**config.mk**
```make
export PLATFORM = sky130hd
export DESIGN_NAME = core_sequencer
export DESIGN_NICKNAME = d
export VERILOG_FILES = /design/src/rtl/rv32_pkg.sv /design/src/rtl/core_sequencer.sv
export SDC_FILE = /design/constraint.sdc
export NUM_CORES = 1
export LEC_CHECK = 0
export BUFFER_PORTS_ARGS = -buffer_cell sky130_fd_sc_hd__buf_2
export CORE_MARGIN = 1
export CORE_UTILIZATION = 39
export CTS_CLUSTER_DIAMETER = 30
export DETAILED_ROUTE_END_ITERATION = 10
export PLACE_DENSITY = 0.83
export SLEW_MARGIN = 20
export SYNTH_ARGS = -nofsm -noshare
export SYNTH_HDL_FRONTEND = slang
export SYNTH_SLANG_ARGS = --single-unit
```
**constraint.sdc**
```tcl
create_clock -name clock -period 2.7 [get_ports clock]
set_input_delay 0.81 -clock clock [delete_from_list [all_inputs] [get_ports clock]]
set_output_delay 0.81 -clock clock [all_outputs]
set_load 0.005 [all_outputs]
```
**src/rtl/rv32_pkg.sv**
```systemverilog
`default_nettype none

package rv32_pkg;

   localparam int xlen = 32;
   localparam int mem_words = 256;
   localparam int mem_addr_bits = 8;
   localparam int reg_addr_bits = 5;

   localparam logic [6:0] op_lui = 7'b0110111;
   localparam logic [6:0] op_jal = 7'b1101111;
   localparam logic [6:0] op_branch = 7'b1100011;
   localparam logic [6:0] op_load = 7'b0000011;
   localparam logic [6:0] op_store = 7'b0100011;
   localparam logic [6:0] op_alu_imm = 7'b0010011;
   localparam logic [6:0] op_alu_reg = 7'b0110011;
   localparam logic [6:0] op_fence = 7'b0001111;

   localparam logic [2:0] f3_add_sub = 3'b000;
   localparam logic [2:0] f3_xor = 3'b100;
   localparam logic [2:0] f3_or = 3'b110;
   localparam logic [2:0] f3_and = 3'b111;
   localparam logic [2:0] f3_beq = 3'b000;
   localparam logic [2:0] f3_bne = 3'b001;

   // Sequencer state codes
   localparam logic [1:0] st_fetch = 2'd0;
   localparam logic [1:0] st_exec = 2'd1;
   localparam logic [1:0] st_load = 2'd2;

   // One instruction word, seen through each of the base formats
   typedef union packed {
      struct packed {
         logic [6:0] funct7;
         logic [reg_addr_bits-1:0] rs2;
         logic [reg_addr_bits-1:0] rs1;
         logic [2:0] funct3;
         logic [reg_addr_bits-1:0] rd;
         logic [6:0] opcode;
      } r_fmt;
      struct packed {
         logic [11:0] imm_11_0;
         logic [reg_addr_bits-1:0] rs1;
         logic [2:0] funct3;
         logic [reg_addr_bits-1:0] rd;
         logic [6:0] opcode;
      } i_fmt;
      struct packed {
         logic [6:0] imm_11_5;
         logic [reg_addr_bits-1:0] rs2;
         logic [reg_addr_bits-1:0] rs1;
         logic [2:0] funct3;
         logic [4:0] imm_4_0;
         logic [6:0] opcode;
      } s_fmt;
      struct packed {
         logic imm_12;
         logic [5:0] imm_10_5;
         logic [reg_addr_bits-1:0] rs2;
         logic [reg_addr_bits-1:0] rs1;
         logic [2:0] funct3;
         logic [3:0] imm_4_1;
         logic imm_11;
         logic [6:0] opcode;
      } b_fmt;
      struct packed {
         logic [19:0] imm_31_12;
         logic [reg_addr_bits-1:0] rd;
         logic [6:0] opcode;
      } u_fmt;
      struct packed {
         logic imm_20;
         logic [9:0] imm_10_1;
         logic imm_11;
         logic [7:0] imm_19_12;
         logic [reg_addr_bits-1:0] rd;
         logic [6:0] opcode;
      } j_fmt;
   } instr_t;

endpackage

`default_nettype wire

```
**src/rtl/core_sequencer.sv**
```systemverilog
`timescale 1ns/10ps
`default_nettype none

module core_sequencer
   import rv32_pkg::*;
(
   input  logic                     clock,
   input  logic                     rst_n,
   input  logic                     enable,
   output logic                     read_enable,
   output logic [mem_addr_bits-1:0] read_addr,
   input  logic [xlen-1:0]          read_value,
   input  logic [mem_addr_bits-1:0] load_addr_word,
   input  logic [xlen-1:0]          next_pc,
   input  logic                     retire_ready,
   input  logic                     is_load,
   input  logic                     is_fence,
   output instr_t                   instr,
   output logic                     exec_step,
   output logic                     load_phase,
   output logic [xlen-1:0]          pc,
   output logic                     halted
);

   logic [1:0] state;
   instr_t instr_q;
   logic fetch_go;

   assign exec_step = (state == st_exec);
   assign load_phase = (state == st_load);
   assign fetch_go = (state == st_fetch) && enable && !halted;

   // The fetched word is live on read_value during execute;
   // a load overwrites it, so the load phase uses the held copy
   assign instr = load_phase ? instr_q : read_value;

   assign read_enable = fetch_go || (exec_step && is_load);
   assign read_addr = exec_step ? load_addr_word : pc[mem_addr_bits+1:2];

   always_ff @(posedge clock) begin
      if (exec_step) begin
         instr_q <= read_value;
      end
   end

   always_ff @(posedge clock) begin
      if (!rst_n) begin
         state <= st_fetch;
         pc <= '0;
         halted <= 1'b0;
      end else if (retire_ready) begin
         pc <= next_pc;
         state <= st_fetch;
         if (is_fence) begin
            halted <= 1'b1;
         end
      end else if (fetch_go) begin
         state <= st_exec;
      end else if (exec_step && is_load) begin
         state <= st_load;
      end
   end

endmodule

`default_nettype wire

```
* Word level (Yosys, flattened, before mapping)
Cells that the tools add are included.
** Word-level totals
- Output and inout port bits :: 76
- Memories :: 0
- Flip-flop bits (word level) :: 67
- Logic and storage cells :: 22
- ROM bits :: 0
- Input bits :: 78
- Memory bits (writable) :: 0
- Latch bits :: 0
** Cells by class
- Divide/modulo/power cells :: 0
- Add/subtract/negate cells :: 0
- Order comparisons :: 0
- $mul :: 0
- Reductions and logical operators :: 10
- Multiplexer cells :: 4
- Eq/ne operators :: 2
- Shift operators :: 0
- Bitwise gates (word level) :: 1
** Operator list (count)
- $mux 32 :: 1
- $mux 8 :: 1
- $logic_and 1x1->1 :: 3
- $reduce_or 3->1 :: 1
- $eq 2x1->1 const B :: 1
- $eq 2x2->1 const B :: 1
- $logic_not 2->1 :: 1
- $mux 1 :: 2
- $reduce_and 2->1 :: 1
- $reduce_bool 2->1 :: 1
- $reduce_or 2->1 :: 1
- $logic_not 1->1 :: 1
- $logic_or 1x1->1 :: 1
- $not 1->1 :: 1

* Logic depth before layout (Yosys ltp)
- Depth in word-level cells :: 4
- Gate-level depth with buffers :: 4

* Worst setup path after synthesis
No wires, ideal clock.
- Path type :: register -> output
- Start :: register state[0]
- End :: output port read_addr[0]
- Arrival time :: 1455 ps
- Data required time :: 1890 ps
- Cell stages (with the launch flop) :: 4
- Path buffers :: 1
- Path slack :: 435 ps
- Cell sequence :: dfxtp_1 > nor2b_1 > buf_2 > mux2_2
** On the way
- Word-level cells in the longest chain between the ends :: 2
** RTL lines
- start: declaration :: line core_sequencer.sv:25 : logic [1:0] state;
- start signal: assignment :: line core_sequencer.sv:48 : state <= st_fetch;
- start signal: assignment :: line core_sequencer.sv:53 : state <= st_fetch;
- start signal: assignment :: line core_sequencer.sv:58 : state <= st_exec;
- $eq 2x1->1 :: line core_sequencer.sv:29 : assign exec_step = (state == st_exec);
- net exec_step :: line core_sequencer.sv:19 : output logic exec_step,
- $mux 8 :: line core_sequencer.sv:38 : assign read_addr = exec_step ? load_addr_word : pc[mem_addr_bits+1:2];
- end: declaration :: line core_sequencer.sv:11 : output logic [mem_addr_bits-1:0] read_addr,
The timed path passes the listed nets, and every way through them passes these cells.

* Final worst setup path
- Start :: register state[0]
- End :: output port read_addr[4]
** On the way
- Word-level cells in the longest chain between the ends :: 2
** RTL lines (line)
- $eq 2x1->1 :: core_sequencer.sv:29
- $mux 8 :: core_sequencer.sv:38
No other way between the ends.

==> impl_metrics.env <==
export IMPL_critPathSlowestCell="dfxtp_1"
export IMPL_cpLargestDelayFamily="flip-flops"
export IMPL_dpl_cell_area_sq_um=3774
export IMPL_fmaxAchievable_ghz=0.3904
export IMPL_rsz0062_at_grt="no"
export IMPL_grt_usage_pct=14.64
export IMPL_antenna_cells=0
export IMPL_rows=31
export IMPL_synth_simple_gate_area_share_pct=8.486
export IMPL_post_cts_setup_buffers=1
export IMPL_tightest_slew_ps=480.0
export IMPL_postRouteAntennaNets=0
export IMPL_hold_buffers=0
export IMPL_drt_iter0_drc=33
export IMPL_synth_adder_area_share_pct=0
export IMPL_ir_drop_uv=285.1
export IMPL_synth_top_family_by_area="multiplexers"
export IMPL_dieArea_sq_um=7874
export IMPL_fillers=614
export IMPL_hold_viol=0
export IMPL_clkTransAtPathRegs_ps=70
export IMPL_syn_inst=197
export IMPL_gp_congestion=0.7096
export IMPL_setup_viol=0
export IMPL_worstSetupEndpointType="output pin"
export IMPL_final_cell_area_sq_um=4006
export IMPL_crit_start="state[0]$_SDFFE_PP0P_"
export IMPL_slew_headroom_pct=68.00
export IMPL_yosysSeqAreaShare_pct=56.63
export IMPL_grt_pass1_wl_mm=8.507
export IMPL_cp_arrival_ps=1750
export IMPL_syn_cell_area_sq_um=2934
export IMPL_clock_latency_ps=340
export IMPL_leakage_nw=1.893
export IMPL_final_nets=433
export IMPL_synthMuxAreaShare_pct=29.98
export IMPL_syn_num_nets=275
export IMPL_avgRoutedWirePerCell_um=13.25
export IMPL_die_width_um=88.74
export IMPL_synth_seq_cells=67
export IMPL_ios=154
export IMPL_numCtsBuffers=9
export IMPL_synth_xor_area_share_pct=0
export IMPL_yosys_warnings=0
export IMPL_cp_start_kind="flip-flop"
export IMPL_multiInputGateArea_sq_um=1169
export IMPL_cts_sinks=67
export IMPL_cp_required_ps=1890
export IMPL_max_cap_viol_count=0
export IMPL_initial_core_util_pct=40.45
export IMPL_hold_path_class="flip-flop to flip-flop"
export IMPL_finalSetupTns_ps=0
export IMPL_min_period_ps=2561
export IMPL_viasPerCell=4.582
export IMPL_antenna_found_initial=0
export IMPL_powerDensity_nw_per_um2=585.9
export IMPL_htree_levels=3
export IMPL_grt_max_degree=35
export IMPL_regToRegStartpoint="state[0]$_SDFFE_PP0P_"
export IMPL_cpPeakStageDelay_ps=460
export IMPL_cts_tree="yes"
export IMPL_drc=0
export IMPL_drt_pass1_iterations=3
export IMPL_drive_above_1_share_pct=60.56
export IMPL_synth_compound_area_share_pct=0.8529
export IMPL_seqCellArea_sq_um=1662
export IMPL_vias=2103
export IMPL_crit_fanout=11
export IMPL_critical_path_cell_chain="nor2b_4, mux2_2, buf_2"
export IMPL_hp_start="pc[26]$_SDFFE_PN0P_"
export IMPL_syn_to_final_growth_pct=36.55
export IMPL_cts_repair_resized=0
export IMPL_grt_overflow_total=0
export IMPL_grt_pass1_vias=1858
export IMPL_clock_path_buffers=2
export IMPL_cts_root_buf="clkbuf_8"
export IMPL_slew_violations=0
export IMPL_worstSetupPathType="flip-flop to output pin"
export IMPL_path_buf_inv=1
export IMPL_status="finished, final reports clean"
export IMPL_dp_hpwl_mm=4.545
export IMPL_clock_skew_final_ps=11.71
export IMPL_io_buffers=153
export IMPL_syn_avg_cell_area_sq_um=14.89
export IMPL_wirelength_mm=6.082
export IMPL_finalCritPeriodShare_pct=94.87
export IMPL_synth_cell_types=18
export IMPL_fp_dieH_um=88.74
export IMPL_core_area_sq_um=7253
[metal layers]
layer  vias to the layer above  GRT usage [%]  part of all wire [%]
li1                       1016              -                     -
met5                         -              0                     0
met3                        11          4.011                   8.1
met2                       103          25.03                    47
met1                       973          16.62                    43
met4                         0          7.918                   1.8
[layout make-up]
| type | instances | area share, % |
|---|---|---|
| Clock buffer | 9 | 3.092 |
| Clock inverter | 7 | 2.530 |
| Inverter | 1 | 0.09369 |
| Multi-Input combinational cell | 117 | 29.17 |
| Sequential cell | 67 | 41.47 |
| Tap cell | 99 | 3.092 |
| Timing Repair Buffer | 159 | 20.55 |
[report_power, final]
part	internal, mW	leakage, nW	total, mW	switching (mW)
combinational	0.170	1.21	0.285	0.115
sequential	1.11	0.581	1.13	0.0218
clock	0.526	0.106	0.929	0.403
[layout by cell type (no fill, tap or decap), types with 2 or more instances in the layout]
cell,netlist,routed
clkbuf_8,0,9
nor2b_1,35,33
mux2_4,29,29
mux2_2,11,11
mux2i_1,32,32
a21oi_1,4,4
nor2b_4,0,2
edfxtp_1,32,32
buf_4,3,5
clkinv_4,0,2
nor2_1,2,2
clkinvlp_4,0,2
dfxtp_1,35,35
buf_2,2,153
bufinv_16,0,2
[final timing paths]
kind / endpoint / slack (ps) / cells past startpoint
max: read_addr[4] / 140 / 3
min: pc[26]$_SDFFE_PN0P_ / 520 / 2
max reg2reg: instr_q[2]$_DFFE_PN_ / 1070 / 2
min reg2reg: pc[26]$_SDFFE_PN0P_ / 520 / 2
[cells in the mapped netlist, drive strengths merged]
master | n | area (sq um)
clkbuf | 3 | 11.26
mux2i | 32 | 320.3
o21ai | 1 | 5.000
a21oi | 4 | 20.02
inv | 1 | 3.750
nand2b | 2 | 15.02
nor2 | 2 | 7.510
buf | 9 | 103.9
mux2 | 40 | 559.3
dfxtp | 35 | 700.7
edfxtp | 32 | 960.9
nor2b | 35 | 219.0
nor3b | 1 | 7.510
[worst min-delay path: stages (launching register included)]
cell and delay [ps]:
dfxtp_1 320, mux2i_1 70, nor2b_1 90
[stage by stage]
step | util [%] | total power, mW | instances | setup WS, ps | hold slack [ps]
floorplan | - | 1.297 | 197 | 435.4 | 499.3
global placement | 52.03 | 1.433 | 442 | 433.2 | 491.3
detailed placement | 52.03 | 1.444 | 442 | 382.2 | 501.8
CTS | 55.24 | 2.371 | 459 | 98.40 | 522.7
global route | 55.24 | 2.452 | 459 | 52.71 | 545.5
finish | 55.24 | 2.347 | 459 | 138.6 | 516.7
[registers in the layout (all words and copies together) (netlist names)]
signal	count
instr_q	32
pc	32
state	2
halted	1
[cell families after synthesis]
family / count (synthesis)
flip-flops: 67
AND/OR/NAND/NOR: 40
buffers and inverters: 13
multiplexers: 72
AO/OA/AOI/OAI: 5
Power figures use the tool's default switching activity.
