--- src/rtl/rv32_pkg.sv ---
`default_nettype none

package rv32_pkg;

   localparam int xlen = 32;
   localparam int mem_words = 256;
   localparam int mem_addr_bits = 8;
   localparam int reg_addr_bits = 5;

   localparam logic [6:0] op_lui = 7'b0110111;
   localparam logic [6:0] op_jal = 7'b1101111;
   localparam logic [6:0] op_branch = 7'b1100011;
   localparam logic [6:0] op_load = 7'b0000011;
   localparam logic [6:0] op_store = 7'b0100011;
   localparam logic [6:0] op_alu_imm = 7'b0010011;
   localparam logic [6:0] op_alu_reg = 7'b0110011;
   localparam logic [6:0] op_fence = 7'b0001111;

   localparam logic [2:0] f3_add_sub = 3'b000;
   localparam logic [2:0] f3_xor = 3'b100;
   localparam logic [2:0] f3_or = 3'b110;
   localparam logic [2:0] f3_and = 3'b111;
   localparam logic [2:0] f3_beq = 3'b000;
   localparam logic [2:0] f3_bne = 3'b001;

   // Sequencer state codes
   localparam logic [1:0] st_fetch = 2'd0;
   localparam logic [1:0] st_exec = 2'd1;
   localparam logic [1:0] st_load = 2'd2;

   // One instruction word, seen through each of the base formats
   typedef union packed {
      struct packed {
         logic [6:0] funct7;
         logic [reg_addr_bits-1:0] rs2;
         logic [reg_addr_bits-1:0] rs1;
         logic [2:0] funct3;
         logic [reg_addr_bits-1:0] rd;
         logic [6:0] opcode;
      } r_fmt;
      struct packed {
         logic [11:0] imm_11_0;
         logic [reg_addr_bits-1:0] rs1;
         logic [2:0] funct3;
         logic [reg_addr_bits-1:0] rd;
         logic [6:0] opcode;
      } i_fmt;
      struct packed {
         logic [6:0] imm_11_5;
         logic [reg_addr_bits-1:0] rs2;
         logic [reg_addr_bits-1:0] rs1;
         logic [2:0] funct3;
         logic [4:0] imm_4_0;
         logic [6:0] opcode;
      } s_fmt;
      struct packed {
         logic imm_12;
         logic [5:0] imm_10_5;
         logic [reg_addr_bits-1:0] rs2;
         logic [reg_addr_bits-1:0] rs1;
         logic [2:0] funct3;
         logic [3:0] imm_4_1;
         logic imm_11;
         logic [6:0] opcode;
      } b_fmt;
      struct packed {
         logic [19:0] imm_31_12;
         logic [reg_addr_bits-1:0] rd;
         logic [6:0] opcode;
      } u_fmt;
      struct packed {
         logic imm_20;
         logic [9:0] imm_10_1;
         logic imm_11;
         logic [7:0] imm_19_12;
         logic [reg_addr_bits-1:0] rd;
         logic [6:0] opcode;
      } j_fmt;
   } instr_t;

endpackage

`default_nettype wire

--- src/rtl/decode.sv ---
`timescale 1ns/10ps
`default_nettype none

module decode
   import rv32_pkg::*;
(
   input  logic [6:0] opcode,
   output logic       branch_type,
   output logic       register_type_alu,
   output logic       integer_type_alu,
   output logic       integer_type_load,
   output logic       store_type,
   output logic       jump_type,
   output logic       upper_type,
   output logic       fence_type
);

   always_comb begin
      branch_type = 1'b0;
      register_type_alu = 1'b0;
      integer_type_alu = 1'b0;
      integer_type_load = 1'b0;
      store_type = 1'b0;
      jump_type = 1'b0;
      upper_type = 1'b0;
      fence_type = 1'b0;
      case (opcode)
         op_branch: begin
            branch_type = 1'b1;
         end
         op_alu_reg: begin
            register_type_alu = 1'b1;
         end
         op_alu_imm: begin
            integer_type_alu = 1'b1;
         end
         op_load: begin
            integer_type_load = 1'b1;
         end
         op_store: begin
            store_type = 1'b1;
         end
         op_jal: begin
            jump_type = 1'b1;
         end
         op_lui: begin
            upper_type = 1'b1;
         end
         op_fence: begin
            fence_type = 1'b1;
         end
         // Anything else retires as a no-op
         default: begin
         end
      endcase
   end

endmodule

`default_nettype wire

--- config.mk ---
export PLATFORM = sky130hd
export DESIGN_NAME = decode
export DESIGN_NICKNAME = d
export VERILOG_FILES = /design/src/rtl/rv32_pkg.sv /design/src/rtl/decode.sv
export SDC_FILE = /design/constraint.sdc
export NUM_CORES = 1
export LEC_CHECK = 0
export BUFFER_PORTS_ARGS = -buffer_cell sky130_fd_sc_hd__buf_2
export CORE_AREA = 2 2 39 41
export DETAILED_ROUTE_END_ITERATION = 7
export DIE_AREA = 0 0 41 43
export PLACE_DENSITY_LB_ADDON = 0.2
export SLEW_MARGIN = 20
export SYNTH_ARGS = -nofsm -noshare
export SYNTH_HDL_FRONTEND = slang
export SYNTH_SLANG_ARGS = --single-unit
--- constraint.sdc ---
create_clock -name vclk -period 1.8
set_input_delay 0.18 -clock vclk [all_inputs]
set_output_delay 0.18 -clock vclk [all_outputs]
set_load 0.01 [all_outputs]
======== Word-level counts from Yosys, hierarchy flattened ========
Index checks and enable logic that the tools add are counted.
storage, ports and cells
  bits in registers ....................... 0
  input bits .............................. 7
  output and inout port bits .............. 8
  logic and storage cells ................. 16
cells by class
  equal/unequal tests ..................... 8
  muxes and demuxes ....................... 8
operators with widths
  cell                  number
  $eq A7 B6 Y1 const B  3
  $eq A7 B7 Y1 const B  2
  $mux W1               8
  $eq A7 B2 Y1 const B  1
  $eq A7 B4 Y1 const B  1
  $eq A7 B5 Y1 const B  1

======== Logic depth before layout (Yosys ltp) ========
Gate-level depths: netlist of the first run.
  word-level depth ........................ 2
  mapped depth ............................ 2
  gate-level depth less buffers ........... 2

======== Worst setup path after synthesis of the first run ========
OpenSTA, ideal clock, no wires.
  kind .................................... input-to-output
  start ................................... input port opcode[3]
  end ..................................... output port integer_type_load
  arrival time ............................ 793 ps
  required time ........................... 1620 ps
  slack ................................... 827 ps
  cell stages on the path ................. 2
  buffers on the path ..................... 0
  cell sequence ........................... nand4bb_4 nor4_1
between the ends
  word-level cells in the longest chain between the ends .. 2
ends and longest elaborated chain
  element             line          text
  start: declaration  decode.sv:7   input logic [6:0] opcode,
  $eq A7 B2 Y1        decode.sv:27  case (opcode)
  $mux W1             decode.sv:27
  end: declaration    decode.sv:11  output logic integer_type_load,
Every way passes these cells.

======== Worst setup path after layout of the first run ========
  start ................................... input port opcode[3]
  end ..................................... output port store_type
between the ends
  word-level cells in the longest chain between the ends .. 2
ends and longest elaborated chain
  element           line          text
  $eq A7 B6 Y1      decode.sv:27
  $mux W1           decode.sv:27
  end: declaration  decode.sv:12  output logic store_type,
Every way passes these cells.

==> impl_metrics.csv, run 1 <==
group,metric,value,unit
worst_hold_path,hold_path.startpoint,"opcode[3]",
sta,hold_slack,0.633,ns
synth,yosysMostFrequentCell,"nor4_1",
global_route,grt_pass1_vias,202,
synth,synth_compound_area_frac,0,
setup_path,cp_cell_sequence,"buf_2 > nand4bb_4 > nor4b_2 > buf_2",
synth,yosysSeqAreaShare,0,
detailed_routing,vias_per_cell,3.80,
die,ioPinCount,15,
synth,synth_mux_area_frac,0,
final_layout,clkbuf_count,0,
pwr,p_per_area,128,nW/um^2
clock_tree,post_cts_buffers,0,
detailed_routing,vias,167,
synth,yosys_warnings,0,
synth,netlist_instances,13,
global_route,grt_first_pass_wirelength,841,um
synth,synth.top_cells.by_area,"nor4b_2, nand4bb_4, nor4_1",
global_route,gr-total-overflow,0,
sta,final.setup.worst_slack,0.625,ns
setup_path,path_common_cell,"buf_2",
detailed_routing,ant_nets,0,
global_route,antenna_found_initial,0,
synth,synth-xor-area-share,0,
pwr,power.internal,0.0000120,W
pwr,power_frac_comb,1.000,
synth,synth_common_cells,"nor4_1, nor2_1, nor4b_2",
sta,hold_viol,0,
sta,rsz0062_at_grt,"false",
sta,period_needed,1.18,ns
run,drv_cap,0,
run_status,status,"complete, no violations",
worst_hold_path,worstHoldEndpoint,"upper_type",
setup_path,crit_path_max_incr_delay,0.28,ns
worst_hold_path,hold_path_class,"input pin to output pin",
setup_path,cp.arrival,1.00,ns
clock_tree,hold_buffers,0,
setup_path,crit_buf_inv,2,
setup_path,crit_path_start_kind,"input pin",
die,die_w,41,um
sta,period_share,0.653,
sta,max_freq,851,MHz
final_layout,num_antenna_cells,0,
synth,syn_area,111,um^2
setup_path,worst_path_max_delay_cell,"nor4b_2",
placement,io_buffers,15,
detailed_routing,first_pass_iters,1,
final_layout,flops_and_latches,0,
pwr,power_leakage,0.0893,nW
global_route,use_met3,0,
synth,synth.avg_cell_area,8.57,um^2
sta,finalSetupViolCount,0,
final_layout,drive_gt1_frac,0.643,
clock_tree,ctsResizeCount,0,
synth,synth.top_cell.area_share,0.270,
die,fp.dieH,43,um
synth,synthDistinctLibCells,9,
synth,synth_top_family_by_area,"simple AND/OR/NAND/NOR gates",
global_route,track_usage,0.0620,
placement,dpl.hpwl,391,um
final_layout,area_growth_syn_to_layout,85.4,%
pwr,pwr-share-seq,0,
detailed_routing,routedWlPerCell,9.68,um
die,initial_core_util,0.0805,
synth,syn_nets,20,
final_layout,final_core_util,0.149,
detailed_routing,drcViolationCount,0,
sta,worst_pin_slew,0.226,ns
final_layout,nets,37,
die,rows,14,
setup_path,cp_max_fo,5,
sta,final.setup.tns,0,ns
pwr,power.total,0.0000265,W
pwr,vdd_ir_drop_max,0.0163,mV
final_layout,final-seq-area,0,um^2
pwr,power.switching,0.0000145,W
synth,synth_fa_ha_area_frac,0,
setup_path,endpoint_kind,"output pin",
placement,routabilityCongestion,0.563,
global_route,use_met2,0.122,
pwr,pwr-share-clk,0,
setup_path,crit_family,"simple AND/OR/NAND/NOR gates",
synth,yosysTopAreaCell,"nor4b_2",
global_route,top_usage_layer,"met2",
detailed_routing,drt_wl_total,426,um
setup_path,crit_required,1.62,ns
detailed_routing,drtIter0Drc,0,
placement,place_ws,0.620,ns
pwr,p_sw_frac,0.548,
sta,slew_violations,0,
global_route,grt_max_degree,8,
die,core_area,1380,um^2
worst_hold_path,hold_path_depth,3,
synth,yosys.area_share.simple,1.00,
setup_path,setup.worst_path.class,"input pin to output pin",
die,die-area,1760,um^2
sta,slew_headroom,0.848,
global_route,use_met1,0.0730,
==> final cells by class <==
class / instances / area [um^2]
multi-input cells: 13 / 111
well taps: 16 / 20.0
fillers: 170 / 1180
repair buffers: 15 / 75.1
==> metrics by stage <==
step	area (um^2)	instances
floorplan	111	13
global placement	206	44
detailed placement	206	44
CTS	206	44
global route	206	44
finish	206	44
==> tightest hold or removal path, cell delays in order <==
cell and delay [ns]:
buf_2 0.10, nor4_1 0.05, buf_2 0.13
==> routing by layer <==
| layer | up-vias | share of wire |
|---|---|---|
| met1 | 77 | 0.29 |
| met5 | - | 0 |
| met3 | 0 | 0.012 |
| met4 | 0 | 0 |
| li1 | 89 | - |
| met2 | 1 | 0.70 |
==> cell families (layout without fill, tap and decap cells) <==
logic type,after synthesis,in the layout
buf+inv,0,15
simple gates,13,13
==> power by group through the flow <==
stage          Combinational [W]  Clock, W  Sequential, W
2_1_floorplan         0.00000878         0              0
3_5_place_dp           0.0000267         0              0
5_1_grt                0.0000297         0              0
4_1_cts                0.0000267         0              0
3_3_place_gp           0.0000255         0              0
6_report               0.0000265         0              0
==> worst max-delay path by stage <==
stage,slack (ns),end,cells past startpoint,from
final,0.62,store_type,4,opcode[3]
after global routing,0.58,store_type,4,opcode[3]
after CTS,0.61,store_type,4,opcode[3]
after detailed placement,0.62,store_type,4,opcode[3]
after global placement,0.65,store_type,4,opcode[3]
after floorplan,0.83,integer_type_load,2,opcode[3]
==> cells in the final DEF, fill, tap and decap left out, drive strengths merged <==
| cell type | count |
|---|---|
| nor4 | 3 |
| buf | 15 |
| nand3b | 1 |
| nand4 | 1 |
| nand4bb | 1 |
| nor2 | 2 |
| nor4b | 2 |
| nor3 | 1 |
| nand3 | 1 |
| nand2 | 1 |
No activity file was read; power rests on OpenSTA's default activity.
==> run 2: changes to the inputs <==
==> constraint.sdc (replaced) <==
create_clock -name vclk -period 1.1
set_input_delay 0.11 -clock vclk [all_inputs]
set_output_delay 0.11 -clock vclk [all_outputs]
set_load 0.01 [all_outputs]
==> impl_metrics.csv, run 2 (synthesis gave the netlist of run 1 again) <==
group,metric,value,unit
global_route,gr-total-overflow,0,
final_layout,fillers,173,
pwr,p_sw_frac,0.547,
final_layout,area_growth_syn_to_layout,85.4,%
sta,period_needed,1.01,ns
setup_path,setup.worst_path.class,"input pin to output pin",
clock_tree,post_cts_buffers,0,
setup_path,endpoint_kind,"output pin",
placement,dpl.hpwl,380,um
setup_path,crit_buf_inv,2,
placement,routabilityCongestion,0.567,
final_layout,nets,37,
placement,io_buffers,15,
sta,worst_pin_slew,0.227,ns
die,die_w,41,um
global_route,grt_first_pass_wirelength,717,um
final_layout,drive_gt1_frac,0.643,
detailed_routing,vias_per_cell,3.77,
setup_path,crit_path_max_incr_delay,0.26,ns
die,ioPinCount,15,
die,initial_core_util,0.0805,
pwr,vdd_ir_drop_max,0.0214,mV
die,die-area,1760,um^2
sta,max_freq,994,MHz
detailed_routing,drt_wl_total,419,um
detailed_routing,first_pass_iters,2,
detailed_routing,drcViolationCount,0,
detailed_routing,routedWlPerCell,9.52,um
setup_path,worst_path_max_delay_cell,"nor4b_2",
pwr,power_frac_comb,1.000,
detailed_routing,drtIter0Drc,2,
pwr,power_leakage,0.0893,nW
global_route,grt_max_degree,8,
global_route,track_usage,0.0531,
worst_hold_path,hold_path.startpoint,"opcode[3]",
sta,slew_violations,0,
setup_path,cp_max_fo,5,
sta,hold_viol,0,
setup_path,worst-path-stages,4,
pwr,p_per_area,209,nW/um^2
die,rows,14,
die,fp.dieH,43,um
run_status,status,"complete, no violations",
final_layout,final_core_util,0.149,
sta,period_share,0.915,
final_layout,flops_and_latches,0,
setup_path,crit_path_start_kind,"input pin",
die,core_area,1380,um^2
final_layout,layout_common_cells,"buf_2, nor4_1, nor2_1, nor4b_2",
final_layout,clkbuf_count,0,
pwr,pwr-share-clk,0,
sta,rsz0062_at_grt,"false",
detailed_routing,vias,166,
sta,slew_headroom,0.848,
setup_path,crit_required,0.99,ns
setup_path,cp_cell_sequence,"buf_2 > nand4bb_4 > nor4b_2 > buf_2",
setup_path,cp.arrival,0.90,ns
global_route,grt_pass1_vias,178,
final_layout,num_antenna_cells,0,
clock_tree,ctsResizeCount,0,
pwr,power.internal,0.0000196,W
run,drv_cap,0,
pwr,pwr-share-seq,0,
global_route,antenna_found_initial,0,
setup_path,path_common_cell,"buf_2",
final_layout,final_common_cell,"buf_2",
detailed_routing,ant_nets,0,
setup_path,cp-endpoint,"store_type",
sta,final.setup.tns,0,ns
final_layout,final-seq-area,0,um^2
sta,finalSetupViolCount,0,
setup_path,crit_family,"simple AND/OR/NAND/NOR gates",
clock_tree,hold_buffers,0,
worst_hold_path,hold_path_class,"input pin to output pin",
pwr,power.switching,0.0000236,W
setup_path,crit_start,"opcode[3]",
-- run 2: cell counts in the layout (fill, tap and decap cells not counted) --
Identical to the previous run, type by type.
-- run 2: worst min-delay path, cell delays in order --
cell and delay (ns):
buf_2 0.10, nor4_1 0.05, buf_2 0.13
-- run 2: per-stage QoR --
step	hold slack, ns	worst slack, ns	instance area, um^2	std cells	total power, W
after floorplan	0.254	0.267	111	13	0.0000144
after global placement	0.489	0.0942	206	44	0.0000417
after detailed placement	0.499	0.0912	206	44	0.0000440
after CTS	0.499	0.0879	206	44	0.0000437
after global routing	0.517	0.0385	206	44	0.0000476
final	0.492	0.0936	206	44	0.0000432
-- run 2: final cells by class --
| class | instances | area [um^2] | share of cell area |
|---|---|---|---|
| multi-input cells | 13 | 111 | 0.539 |
| well taps | 16 | 20.0 | 0.0970 |
| repair buffers | 15 | 75.1 | 0.364 |
-- run 2: per-layer routing --
metal	global-route usage	vias up	routed length [um]
met5	0	-	0
met4	0	0	0
met3	0.00524	0	13
li1	-	86	-
met2	0.113	1	291
met1	0.0510	79	115
-- run 2: worst min path at each step --
stage / slack [ns] / endpoint / cells after the start
after floorplan: 0.25 / integer_type_alu / 1
after global placement: 0.49 / upper_type / 3
after detailed placement: 0.50 / upper_type / 3
after CTS: 0.50 / upper_type / 3
after global routing: 0.52 / upper_type / 3
final: 0.49 / upper_type / 3
-- run 2: power groups by stage --
stage / registers [W] / clock network (W) / logic [W]
6_report: 0 / 0 / 0.0000432
5_1_grt: 0 / 0 / 0.0000476
4_1_cts: 0 / 0 / 0.0000437
3_5_place_dp: 0 / 0 / 0.0000440
3_3_place_gp: 0 / 0 / 0.0000417
2_1_floorplan: 0 / 0 / 0.0000144
