===== src/rtl/rv32_pkg.sv =====
`default_nettype none

package rv32_pkg;

   localparam int xlen = 32;
   localparam int mem_words = 256;
   localparam int mem_addr_bits = 8;
   localparam int reg_addr_bits = 5;

   localparam logic [6:0] op_lui = 7'b0110111;
   localparam logic [6:0] op_jal = 7'b1101111;
   localparam logic [6:0] op_branch = 7'b1100011;
   localparam logic [6:0] op_load = 7'b0000011;
   localparam logic [6:0] op_store = 7'b0100011;
   localparam logic [6:0] op_alu_imm = 7'b0010011;
   localparam logic [6:0] op_alu_reg = 7'b0110011;
   localparam logic [6:0] op_fence = 7'b0001111;

   localparam logic [2:0] f3_add_sub = 3'b000;
   localparam logic [2:0] f3_xor = 3'b100;
   localparam logic [2:0] f3_or = 3'b110;
   localparam logic [2:0] f3_and = 3'b111;
   localparam logic [2:0] f3_beq = 3'b000;
   localparam logic [2:0] f3_bne = 3'b001;

   // Sequencer state codes
   localparam logic [1:0] st_fetch = 2'd0;
   localparam logic [1:0] st_exec = 2'd1;
   localparam logic [1:0] st_load = 2'd2;

   // One instruction word, seen through each of the base formats
   typedef union packed {
      struct packed {
         logic [6:0] funct7;
         logic [reg_addr_bits-1:0] rs2;
         logic [reg_addr_bits-1:0] rs1;
         logic [2:0] funct3;
         logic [reg_addr_bits-1:0] rd;
         logic [6:0] opcode;
      } r_fmt;
      struct packed {
         logic [11:0] imm_11_0;
         logic [reg_addr_bits-1:0] rs1;
         logic [2:0] funct3;
         logic [reg_addr_bits-1:0] rd;
         logic [6:0] opcode;
      } i_fmt;
      struct packed {
         logic [6:0] imm_11_5;
         logic [reg_addr_bits-1:0] rs2;
         logic [reg_addr_bits-1:0] rs1;
         logic [2:0] funct3;
         logic [4:0] imm_4_0;
         logic [6:0] opcode;
      } s_fmt;
      struct packed {
         logic imm_12;
         logic [5:0] imm_10_5;
         logic [reg_addr_bits-1:0] rs2;
         logic [reg_addr_bits-1:0] rs1;
         logic [2:0] funct3;
         logic [3:0] imm_4_1;
         logic imm_11;
         logic [6:0] opcode;
      } b_fmt;
      struct packed {
         logic [19:0] imm_31_12;
         logic [reg_addr_bits-1:0] rd;
         logic [6:0] opcode;
      } u_fmt;
      struct packed {
         logic imm_20;
         logic [9:0] imm_10_1;
         logic imm_11;
         logic [7:0] imm_19_12;
         logic [reg_addr_bits-1:0] rd;
         logic [6:0] opcode;
      } j_fmt;
   } instr_t;

endpackage

`default_nettype wire


===== src/rtl/execute.sv =====
`timescale 1ns/10ps
`default_nettype none

module execute
   import rv32_pkg::*;
(
   input  logic                     clock,
   input  logic                     rst_n,
   input  instr_t                   instr,
   input  logic                     branch_type,
   input  logic                     register_type_alu,
   input  logic                     integer_type_alu,
   input  logic                     integer_type_load,
   input  logic                     store_type,
   input  logic                     jump_type,
   input  logic                     upper_type,
   input  logic                     exec_step,
   input  logic                     load_phase,
   input  logic [xlen-1:0]          read_value,
   output logic [reg_addr_bits-1:0] rs1,
   output logic [reg_addr_bits-1:0] rs2,
   input  logic [xlen-1:0]          rs1_value,
   input  logic [xlen-1:0]          rs2_value,
   output logic                     rd_write_enable,
   output logic [reg_addr_bits-1:0] rd,
   output logic [xlen-1:0]          rd_value,
   output logic                     mem_write_enable,
   output logic [mem_addr_bits-1:0] mem_write_addr,
   output logic [xlen-1:0]          mem_write_value,
   output logic [mem_addr_bits-1:0] load_addr_word,
   output logic [xlen-1:0]          next_pc,
   input  logic [xlen-1:0]          pc,
   output logic                     retire_ready,
   output logic                     wb_valid,
   output logic [reg_addr_bits-1:0] wb_rd,
   output logic [xlen-1:0]          wb_data
);

   logic [xlen-1:0] imm_i, imm_s, imm_b, imm_u, imm_j;
   logic [xlen-1:0] operand_b, alu_result, eff_addr, link_pc;
   logic alu_sub, alu_ok, equal, taken, load_pending;

   assign imm_i = {{20{instr.i_fmt.imm_11_0[11]}}, instr.i_fmt.imm_11_0};
   assign imm_s = {{20{instr.s_fmt.imm_11_5[6]}}, instr.s_fmt.imm_11_5, instr.s_fmt.imm_4_0};
   assign imm_b = {{19{instr.b_fmt.imm_12}}, instr.b_fmt.imm_12, instr.b_fmt.imm_11,
                   instr.b_fmt.imm_10_5, instr.b_fmt.imm_4_1, 1'b0};
   assign imm_u = {instr.u_fmt.imm_31_12, 12'b0};
   assign imm_j = {{11{instr.j_fmt.imm_20}}, instr.j_fmt.imm_20, instr.j_fmt.imm_19_12,
                   instr.j_fmt.imm_11, instr.j_fmt.imm_10_1, 1'b0};

   // Register indices sit at the same bits in every format
   assign rs1 = instr.r_fmt.rs1;
   assign rs2 = instr.r_fmt.rs2;
   assign rd = instr.r_fmt.rd;

   assign operand_b = register_type_alu ? rs2_value : imm_i;
   assign alu_sub = register_type_alu && instr.r_fmt.funct7[5];

   // Unsupported functions leave rd untouched
   always_comb begin
      alu_ok = 1'b1;
      case (instr.r_fmt.funct3)
         f3_add_sub: alu_result = alu_sub ? rs1_value - operand_b : rs1_value + operand_b;
         f3_xor: alu_result = rs1_value ^ operand_b;
         f3_or: alu_result = rs1_value | operand_b;
         f3_and: alu_result = rs1_value & operand_b;
         default: begin
            alu_result = '0;
            alu_ok = 1'b0;
         end
      endcase
   end

   assign eff_addr = rs1_value + (store_type ? imm_s : imm_i);
   assign load_addr_word = eff_addr[mem_addr_bits+1:2];
   assign mem_write_addr = eff_addr[mem_addr_bits+1:2];
   assign mem_write_value = rs2_value;
   assign mem_write_enable = exec_step && store_type;

   assign equal = (rs1_value == rs2_value);
   assign taken = ((instr.b_fmt.funct3 == f3_beq) && equal) ||
                  ((instr.b_fmt.funct3 == f3_bne) && !equal);
   assign link_pc = pc + 32'd4;

   always_comb begin
      next_pc = link_pc;
      if (jump_type) begin
         next_pc = pc + imm_j;
      end else if (branch_type && taken) begin
         next_pc = pc + imm_b;
      end
   end

   // Set while a load waits for its data word
   always_ff @(posedge clock) begin
      if (!rst_n) begin
         load_pending <= 1'b0;
      end else if (exec_step && integer_type_load) begin
         load_pending <= 1'b1;
      end else if (load_phase) begin
         load_pending <= 1'b0;
      end
   end

   always_comb begin
      rd_value = alu_result;
      rd_write_enable = 1'b0;
      if (load_phase) begin
         rd_value = read_value;
         rd_write_enable = load_pending;
      end else if (exec_step) begin
         if (upper_type) begin
            rd_value = imm_u;
            rd_write_enable = 1'b1;
         end else if (jump_type) begin
            rd_value = link_pc;
            rd_write_enable = 1'b1;
         end else if (integer_type_alu || register_type_alu) begin
            rd_write_enable = alu_ok;
         end
      end
   end

   assign retire_ready = (exec_step && !integer_type_load) || load_phase;

   assign wb_valid = rd_write_enable && (rd != '0);
   assign wb_rd = rd;
   assign wb_data = rd_value;

endmodule

`default_nettype wire


===== config.mk =====
export PLATFORM = sky130hd
export DESIGN_NAME = execute
export DESIGN_NICKNAME = d
export VERILOG_FILES = /design/src/rtl/rv32_pkg.sv /design/src/rtl/execute.sv
export SDC_FILE = /design/constraint.sdc
export NUM_CORES = 1
export LEC_CHECK = 0
export BUFFER_PORTS_ARGS = -buffer_cell sky130_fd_sc_hd__buf_4
export CAP_MARGIN = 20
export CORE_ASPECT_RATIO = 0.6
export CORE_MARGIN = 2
export CORE_UTILIZATION = 50
export DETAILED_ROUTE_END_ITERATION = 8
export PLACE_DENSITY_LB_ADDON = 0.25
export SETUP_SLACK_MARGIN = 0.1
export SYNTH_ARGS = -nofsm -noshare
export SYNTH_HDL_FRONTEND = slang
export SYNTH_SLANG_ARGS = --single-unit

===== constraint.sdc =====
create_clock -name clock -period 8.5 [get_ports clock]
set_input_delay 1.7 -clock clock [delete_from_list [all_inputs] [get_ports clock]]
set_output_delay 1.7 -clock clock [all_outputs]
set_load 0.02 [all_outputs]

Word level (Yosys, flattened, before mapping)

Cells that the tools add are included.
Widths: inputs -> output; s select.

Bitwise gates (word level): 3
Reduce and logical (&&, ||, !) cells: 17
Add/sub/neg operators: 6
Divide/modulo/power cells: 0
Muxes and demuxes: 18
Shift operators: 0
$mul: 0
$lt $le $gt $ge: 0
Equality and inequality tests: 5

Operator list:

| operator              | number |
|---|---|
| $mux 32               | 8 |
| $pmux 32 s4           | 1 |
| $add 32x32->32        | 3 |
| $add 32x3->32 const B | 1 |
| $and 32x32->32        | 1 |
| $eq 32x32->1          | 1 |
| $or 32x32->32         | 1 |
| $sub 32x32->32        | 1 |
| $xor 32x32->32        | 1 |
| $add 10x10->10        | 1 |
| $eq 3x3->1 const B    | 3 |
| $logic_and 1x1->1     | 8 |
| $mux 1                | 8 |
| $mux 5                | 1 |
| $reduce_bool 5->1     | 1 |
| $reduce_or 4->1       | 1 |
| $eq 3x1->1 const B    | 1 |
| $logic_not 3->1       | 1 |
| $logic_or 1x1->1      | 3 |
| $logic_not 1->1       | 2 |
| $reduce_bool 2->1     | 1 |

Latch bits: 0
Bits in read-only memories: 0
Bits in registers: 1
Bits of input ports: 171
Output and inout port bits: 168
Word-level logic and storage cells: 50
Memories kept: 0
RAM bits: 0

Depth between registers and ports, before layout

Gate-level depths: netlist of the first run.

Depth after elaboration: 9
Mapped depth: 24
Depth with buffers taken out: 18

Least setup slack after synthesis of the first run

Ideal clock, no wire load.

Path kind: input to output
From: input port register_type_alu
To: output port wb_data[28]
Required time: 6.800 ns
Data arrival time: 6.440 ns
Cell stages on the path: 24
Slack: 0.360 ns
Path through: buf_6 buf_4 buf_2 buf_1 clkbuf_1 mux2i_1 ha_1 o2111ai_1 nor3_2 nand2_1 nor3_1 nor2_1 xnor2_1 ha_1 nand2_1 o21ai_1 a21oi_1 nor2b_1 or4_1 a311oi_1 o21a_1 o22ai_1 a21oi_1 buf_4

Word-level cells in the longest chain between the ends: 8
Elaborated cells on any way between the ends: 13
Classes of those cells: add/sub: 2; mux: 7; bitwise: 3; reduce/logical: 1

RTL lines:

| element                                          | line           | source |
|---|---|---|
| start, declared                                  | execute.sv:11  | `input logic register_type_alu,` |
| $mux 32                                          | execute.sv:56  | `assign operand_b = register_type_alu ? rs2_value : imm_i;` |
| $add 32x32->32 or $sub 32x32->32 (tied branches) | execute.sv:63  | `f3_add_sub: alu_result = alu_sub ? rs1_value - operand_b : rs1_value + operand_b;` |
| $mux 32                                          | execute.sv:63  |  |
| $pmux 32 s4 *                                    | execute.sv:62  | `case (instr.r_fmt.funct3)` |
| $mux 32                                          | execute.sv:115 | `end else if (jump_type) begin` |
| $mux 32                                          | execute.sv:112 | `if (upper_type) begin` |
| $mux 32 *                                        | execute.sv:111 | `end else if (exec_step) begin` |
| $mux 32 *                                        | execute.sv:108 | `if (load_phase) begin` |
| end, declared                                    | execute.sv:36  | `output logic [xlen-1:0] wb_data` |

Mark *: on every way between the ends. The rest lies on a longest branch, timed or not.

Worst setup path after layout of the first run

Ends and elaborated chain as after synthesis.

==> metrics.md, run 1 <==
| Metric | Value |
|---|---|
| Post-route setup slack | `0.3517 ns` |
| Top FF cell, synth | `dfxtp_1` |
| Status | `finished, final reports clean` |
| Gpl congestion | `0.9976` |
| DR pass1 iterations | `6` |
| Routed vias/inst | `6.382` |
| CP Launch Type | `primary input` |
| Syn avg cell area | `6.724 um2` |
| Pre-CTS WS | `0.3751 ns` |
| IO Pins | `339` |
| Initial antenna violation count | `0` |
| Vias | `around 13,000` |
| Sw frac | `59.61%` |
| Logic pwr share | `99.6%` |
| Placement Rows | `41` |
| Biggest regs | `load_pending x1` |
| Largest register FFs | `1` |
| Seq pwr share | `0.4%` |
| Leakage | `6.105 nW` |
| Crit path DAT | `6.45 ns` |
| Fin. max-slew vios | `0` |
| Area Overhead vs Synth | `18.57%` |
| Critical path endpoint category | `output port` |
| Clock latency on the worst-skew pair | `0 ns` |
| Hold WC Path Type | `reg2reg` |
| Port buffer count | `331` |
| Number of synthesized flops with an enable pin | `0` |
| NetSw | `689.4 uW` |
| Buf+Inv Stages, Crit Path | `2` |
| CP Max Fanout | `22` |
| Biggest register | `load_pending` |
| Crit Path Category | `in2out` |
| Top achievable clock speed | `122.7 MHz` |
| Final ANT Viol Nets | `0` |
| Syn Nets | `1,926` |
| Relative slew margins | `35.36%` |
| Hold_buf cts | `0` |
| CP Data Required Time | `6.80 ns` |
| Crit path largest cell delay | `0.47 ns` |
| Clock power frac | `0%` |
| Hold Fails Final Rpt | `0` |
| Crit path cell chain | `buf_4 > mux2i_1 > ha_1 > o2111ai_1 > nor3_2 > nand2_1 > nor3_1 > nor2_1 > xnor2_1 > ha_1 > nand2_1 > o21ai_1 > a21oi_1 > nor2b_1 > or4_1 > a311oi_2 > o21a_1 > o22ai_1 > a21oi_1 > buf_4` |
| Die width | `193.6 um` |
| DP HPWL | `36,580 um` |
| CORE AREA | `roughly 21,000 um2` |
| Internal | `467.1 uW` |
| YS warnings | `0` |
| Synth Instances | `1,603` |
| Worst VDD drop | `between 0.00007 and 0.00008 V` |
| Fin crit share | `95.86%` |
| Number of setup buffers added after CTS | `0` |
| Sequential area share after synthesis | `0.1857%` |
| Worst-path clk slew | `0 ns` |
| Ys async rst share | `0%` |
| Crit path time final | `8.148 ns` |
| Clk_skew | `0 ns` |
| Crit path max-delay family | `simple AND/OR/NAND/NOR gates` |
| PD cells | `90.48 nW/um2` |
| Final setup viols | `0` |
| Initial drt markers | `1,742` |
| Cell Area, Synth | `10,780 um2` |
| Share of layout cells above drive strength 1 | `22.53%` |
| Starting Density | `51.12%` |
| Number of remaining DRC errors | `0` |
| Post-layout nets | `between 2,000 and 2,500` |
| DRT Wirelength | `45,050 um` |
| Vias in the first global route | `11,800` |
| Yosys reg bits | `1` |
| Max_cap viols | `0` |
| Dpl cell area | `12,750 um2` |
| GRT overflow | `0` |
| Largest net degree at the start of global routing | `62` |
| Post-synthesis cell type count | `87` |
| Unrepaired setup endpoints after global routing | `false` |
| Worst path slowest cell | `or4_1` |
| Worst-margin pin slew | `0.9673 ns` |
| Setup TNS | `0 ns` |
| Total GRT Usage | `36.53%` |
| Routed len/inst | `21.77 um` |
| Die area | `around 23,000 um2` |
| Final Instance Area | `around 13,000 um2` |
| Vert. Die Dim | `117.7 um` |
| First-pass GRT wire length | `67,030 um` |
## cell usage in the layout, fill, tap and decap left out, types with 18 or more instances in the layout
cell	n
nand2_1	167
o211ai_1	18
inv_1	99
nand3_1	26
o21ai_0	92
mux2i_1	20
ha_1	149
nor3_1	32
xor2_1	68
buf_4	349
nor2_1	113
xnor2_1	73
a22o_1	28
a21o_1	37
nor2b_1	18
a21oi_1	157
## synth_stat cells (all sizes together), types with 11 or more instances
cell | instances | area (um2)
xor2 | 68 | 595.6
nor2b | 18 | 112.6
a21o | 38 | 292.8
a21oi | 164 | 847.1
xnor2 | 74 | 655.6
ha | 149 | 1864
nand3 | 26 | 130.1
inv | 100 | 375.4
mux2i | 25 | 269.0
o31ai | 15 | 112.6
and3 | 14 | 87.58
a221oi | 16 | 140.1
nor4 | 17 | 106.4
a31oi | 19 | 131.4
nand4 | 15 | 93.84
o22ai | 16 | 100.1
buf | 112 | 808.3
nor2 | 115 | 439.2
a22oi | 14 | 105.1
nand2 | 167 | 626.9
nor3 | 35 | 185.2
a211oi | 17 | 132.6
clkbuf | 53 | 198.9
o221ai | 11 | 108.9
o211ai | 18 | 135.1
a22o | 28 | 245.2
o21ai | 107 | 539.3
o21a | 17 | 127.6
## cell type report
cell class,count,area (um2)
Sequential cell,1,20.02
Tap cell,279,349.1
Antenna cell,1,2.502
Multi-Input combinational cell,1334,9384
Inverter,103,386.6
Fill cell,2050,8303
Timing Repair Buffer,351,2639
## routing by layer
metal  wire length [um]  GRT usage (%)  up-vias
li1                   -              -     6114
met1              19550          52.51     6152
met2              18880          55.02      856
met3               5632          8.453       83
met4                988          7.777        0
met5                  0              0        -
## through the flow
stage	power (mW)	cells	utilization [%]	hold WS, ns
final	1.156	2069	60.62	0.5331
after global routing	1.235	2068	60.61	0.6114
after CTS	1.132	2066	60.49	0.5312
after detailed placement	1.126	2066	60.49	0.5304
after global placement	1.114	2066	60.49	0.5227
after floorplan	0.7703	1603	-	0.4994
## final timing paths
path / start / end / slack, ns / cells after the start
min: load_pending / load_pending / 0.53 / 2
min reg2reg: load_pending / load_pending / 0.53 / 2
max reg2reg: load_pending / load_pending / 7.84 / 2
max: register_type_alu / wb_data[28] / 0.35 / 20
## what timing repair did
item / CTS / global route
gates resized for setup: 0 / 1
endpoints found under the hold margin: 0 / 0
endpoints found under the setup margin: 0 / 2
## worst register-to-register path, cell delays in order, from the launching register on
cell and delay [ns]:
dfxtp_1 0.29, a22oi_1 0.18, nor2b_1 0.07
## cells by family (layout without fill, tap and decap cells)
group,Yosys count,in the layout,share of synthesized area (%)
buf+inv,268,454,12.93
simple gates,457,457,19.92
fa+ha+maj,152,152,17.85
flops,1,1,0.1857
other cells,0,1,0
xor+xnor,142,142,11.61
mux,33,33,3.331
compound gates,550,550,34.17
## power groups by stage
stage	Combinational, mW	Sequential [mW]	Clock (mW)
2_1_floorplan	0.765	0.00514	0
3_3_place_gp	1.11	0.00518	0
3_5_place_dp	1.12	0.00517	0
4_1_cts	1.13	0.00517	0
5_1_grt	1.23	0.00523	0
6_report	1.15	0.00518	0.00000000518
Note: power is estimated with default switching activity, not from simulation.
==> run 2: changes to the inputs <==
--- a/config.mk
+++ b/config.mk
@@ -5,12 +5,12 @@
 export SDC_FILE = /design/constraint.sdc
 export NUM_CORES = 1
 export LEC_CHECK = 0
-export BUFFER_PORTS_ARGS = -buffer_cell sky130_fd_sc_hd__buf_4
 export CAP_MARGIN = 20
 export CORE_ASPECT_RATIO = 0.6
 export CORE_MARGIN = 2
 export CORE_UTILIZATION = 50
 export DETAILED_ROUTE_END_ITERATION = 8
+export DONT_BUFFER_PORTS = 1
 export PLACE_DENSITY_LB_ADDON = 0.25
 export SETUP_SLACK_MARGIN = 0.1
 export SYNTH_ARGS = -nofsm -noshare
==> metrics.md, run 2 (synthesis gave the netlist of run 1 again) <==
| Metric | Value |
|---|---|
| Status | `finished, final reports clean` |
| Commonest cells after routing, fill and taps aside | `nand2_1 (167), a21oi_1 (157), ha_1 (149)` |
| Vert. Die Dim | `117.7 um` |
| Leakage | `roughly 4.5 nW` |
| Top achievable clock speed | `126.6 MHz` |
| Fin. max-slew vios | `0` |
| Area Overhead vs Synth | `-4.109%` |
| Final ANT Viol Nets | `0` |
| Relative slew margins | `a little over a fifth` |
| Port buffer count | `0` |
| Biggest regs | `load_pending x1` |
| Gpl congestion | `~1` |
| DP HPWL | `approximately 35,000 um` |
| CP Max Fanout | `66` |
| Initial drt markers | `1,330` |
| N_diodes | `0` |
| Crit path DAT | `between 6 and 7 ns` |
| Starting Density | `51.12%` |
| Hold WC Path Type | `reg2reg` |
| Number of setup buffers added after CTS | `0` |
| PostCTS Resize Cnt | `0` |
| Worst VDD drop | `0.00005641 V` |
| CORE AREA | `21,080 um2` |
| Biggest register | `load_pending` |
| Worst-path clk slew | `0 ns` |
| DR pass1 iterations | `6` |
| Vias | `~12,000` |
| Largest net degree at the start of global routing | `67` |
| CP Launch Type | `primary input` |
| Hold Fails Final Rpt | `0` |
| Worst path slowest cell | `or4_1` |
| Fill cells | `2,195` |
| Register area | `20.02 um2` |
| PD cells | `85.02 nW/um2` |
| Total GRT Usage | `35.99%` |
| Dpl cell area | `10,340 um2` |
| Max_cap viols | `0` |
| GRT overflow | `0` |
| DR top layer | `met4` |
| Clk_skew | `0 ns` |
| Commonest non-fill, non-tap cell in the layout | `nand2_1` |
| Final Instance Area | `between 10,000 and 15,000 um2` |
| DRT Wirelength | `43,240 um` |
| Clock latency on the worst-skew pair | `0 ns` |
| Initial antenna violation count | `1` |
| WL met3 | `5534 um` |
| Hold_buf cts | `0` |
| Share of layout cells above drive strength 1 | `5.328%` |
| Number of remaining DRC errors | `0` |
| Crit path cell chain | `mux2i_1 > ha_1 > o2111ai_1 > nor3_2 > nand2_1 > nor3_1 > nor2_1 > xnor2_1 > ha_1 > nand2_1 > o21ai_1 > a21oi_1 > nor2b_1 > or4_1 > a311oi_1 > o21a_1 > o22ai_1 > a21oi_1 > buf_4` |
| Routed len/inst | `roughly 25 um` |
| Placement Rows | `between 40 and 50` |
| Final setup viols | `0` |
| Fin crit share | `92.91%` |
| Routed vias/inst | `between 6 and 7` |
| Area of the multi-input gates | `between 9000 and 10,000 um2` |
| Die area | `22,790 um2` |
| DR WL met2 | `approximately 18,000 um` |
| Unrepaired setup endpoints after global routing | `false` |
| Crit path time final | `7.897 ns` |
| Crit Path Category | `in2out` |
| Post-layout nets | `1,789` |
| Largest register FFs | `1` |
| Met1 WL | `18,980 um` |
| Vias in the first global route | `10,760` |
| First-pass GRT wire length | `65,200 um` |
| Die width | `193.6 um` |
| Setup TNS | `0 ns` |
| Crit path largest cell delay | `0.44 ns` |
| Critical path endpoint category | `output port` |
| CP Data Required Time | `6.80 ns` |
| Worst-margin pin slew | `1.180 ns` |
| IO Pins | `339` |
==> run 2: cell type report <==
cell class              instances  area share, %
repair buffers                 26          1.888
inverters                     103          3.740
well taps                     279          3.377
flip-flops and latches          1         0.1937
multi-input cells            1334          90.80
==> run 2: power breakdown <==
part           total [mW]  leakage (nW)  internal [mW]  switching (mW)
clock network           0             0              0               0
logic               0.874          4.53          0.317           0.556
registers         0.00517       0.00825        0.00505        0.000119
==> run 2: per-stage QoR <==
stage	std cells	setup slack, ns	power [mW]	util, %	hold WS [ns]
finish	1743	0.6028	0.8788	49.02	0.5366
global route	1743	0.2399	0.9581	49.02	0.5649
CTS	1743	0.8281	0.8614	49.02	0.5345
detailed placement	1743	0.8585	0.8569	49.02	0.5450
global placement	1743	0.8395	0.8481	49.02	0.5149
floorplan	1603	0.3595	0.7703	-	0.4994
==> run 2: layer usage <==
metal | track usage (%) | vias up
met2 | 52.12 | 653
li1 | - | 5476
met5 | 0 | -
met4 | 9.590 | 0
met1 | 50.92 | 5477
met3 | 11.20 | 80
==> run 2: worst paths after layout <==
kind | end | depth (start not counted) | slack (ns) | start
min | load_pending | 2 | 0.54 | load_pending
min reg2reg | load_pending | 2 | 0.54 | load_pending
max | wb_data[28] | 19 | 0.60 | register_type_alu
max reg2reg | load_pending | 2 | 7.84 | load_pending
==> run 2: critical path: cells and delay by family <==
kind / cells / cell delay, ns
buf+inv: 1 / 0.23
xor+xnor: 1 / 0.21
fa+ha+maj: 2 / 0.63
simple gates: 7 / 1.66
compound gates: 7 / 1.39
mux: 1 / 0.37
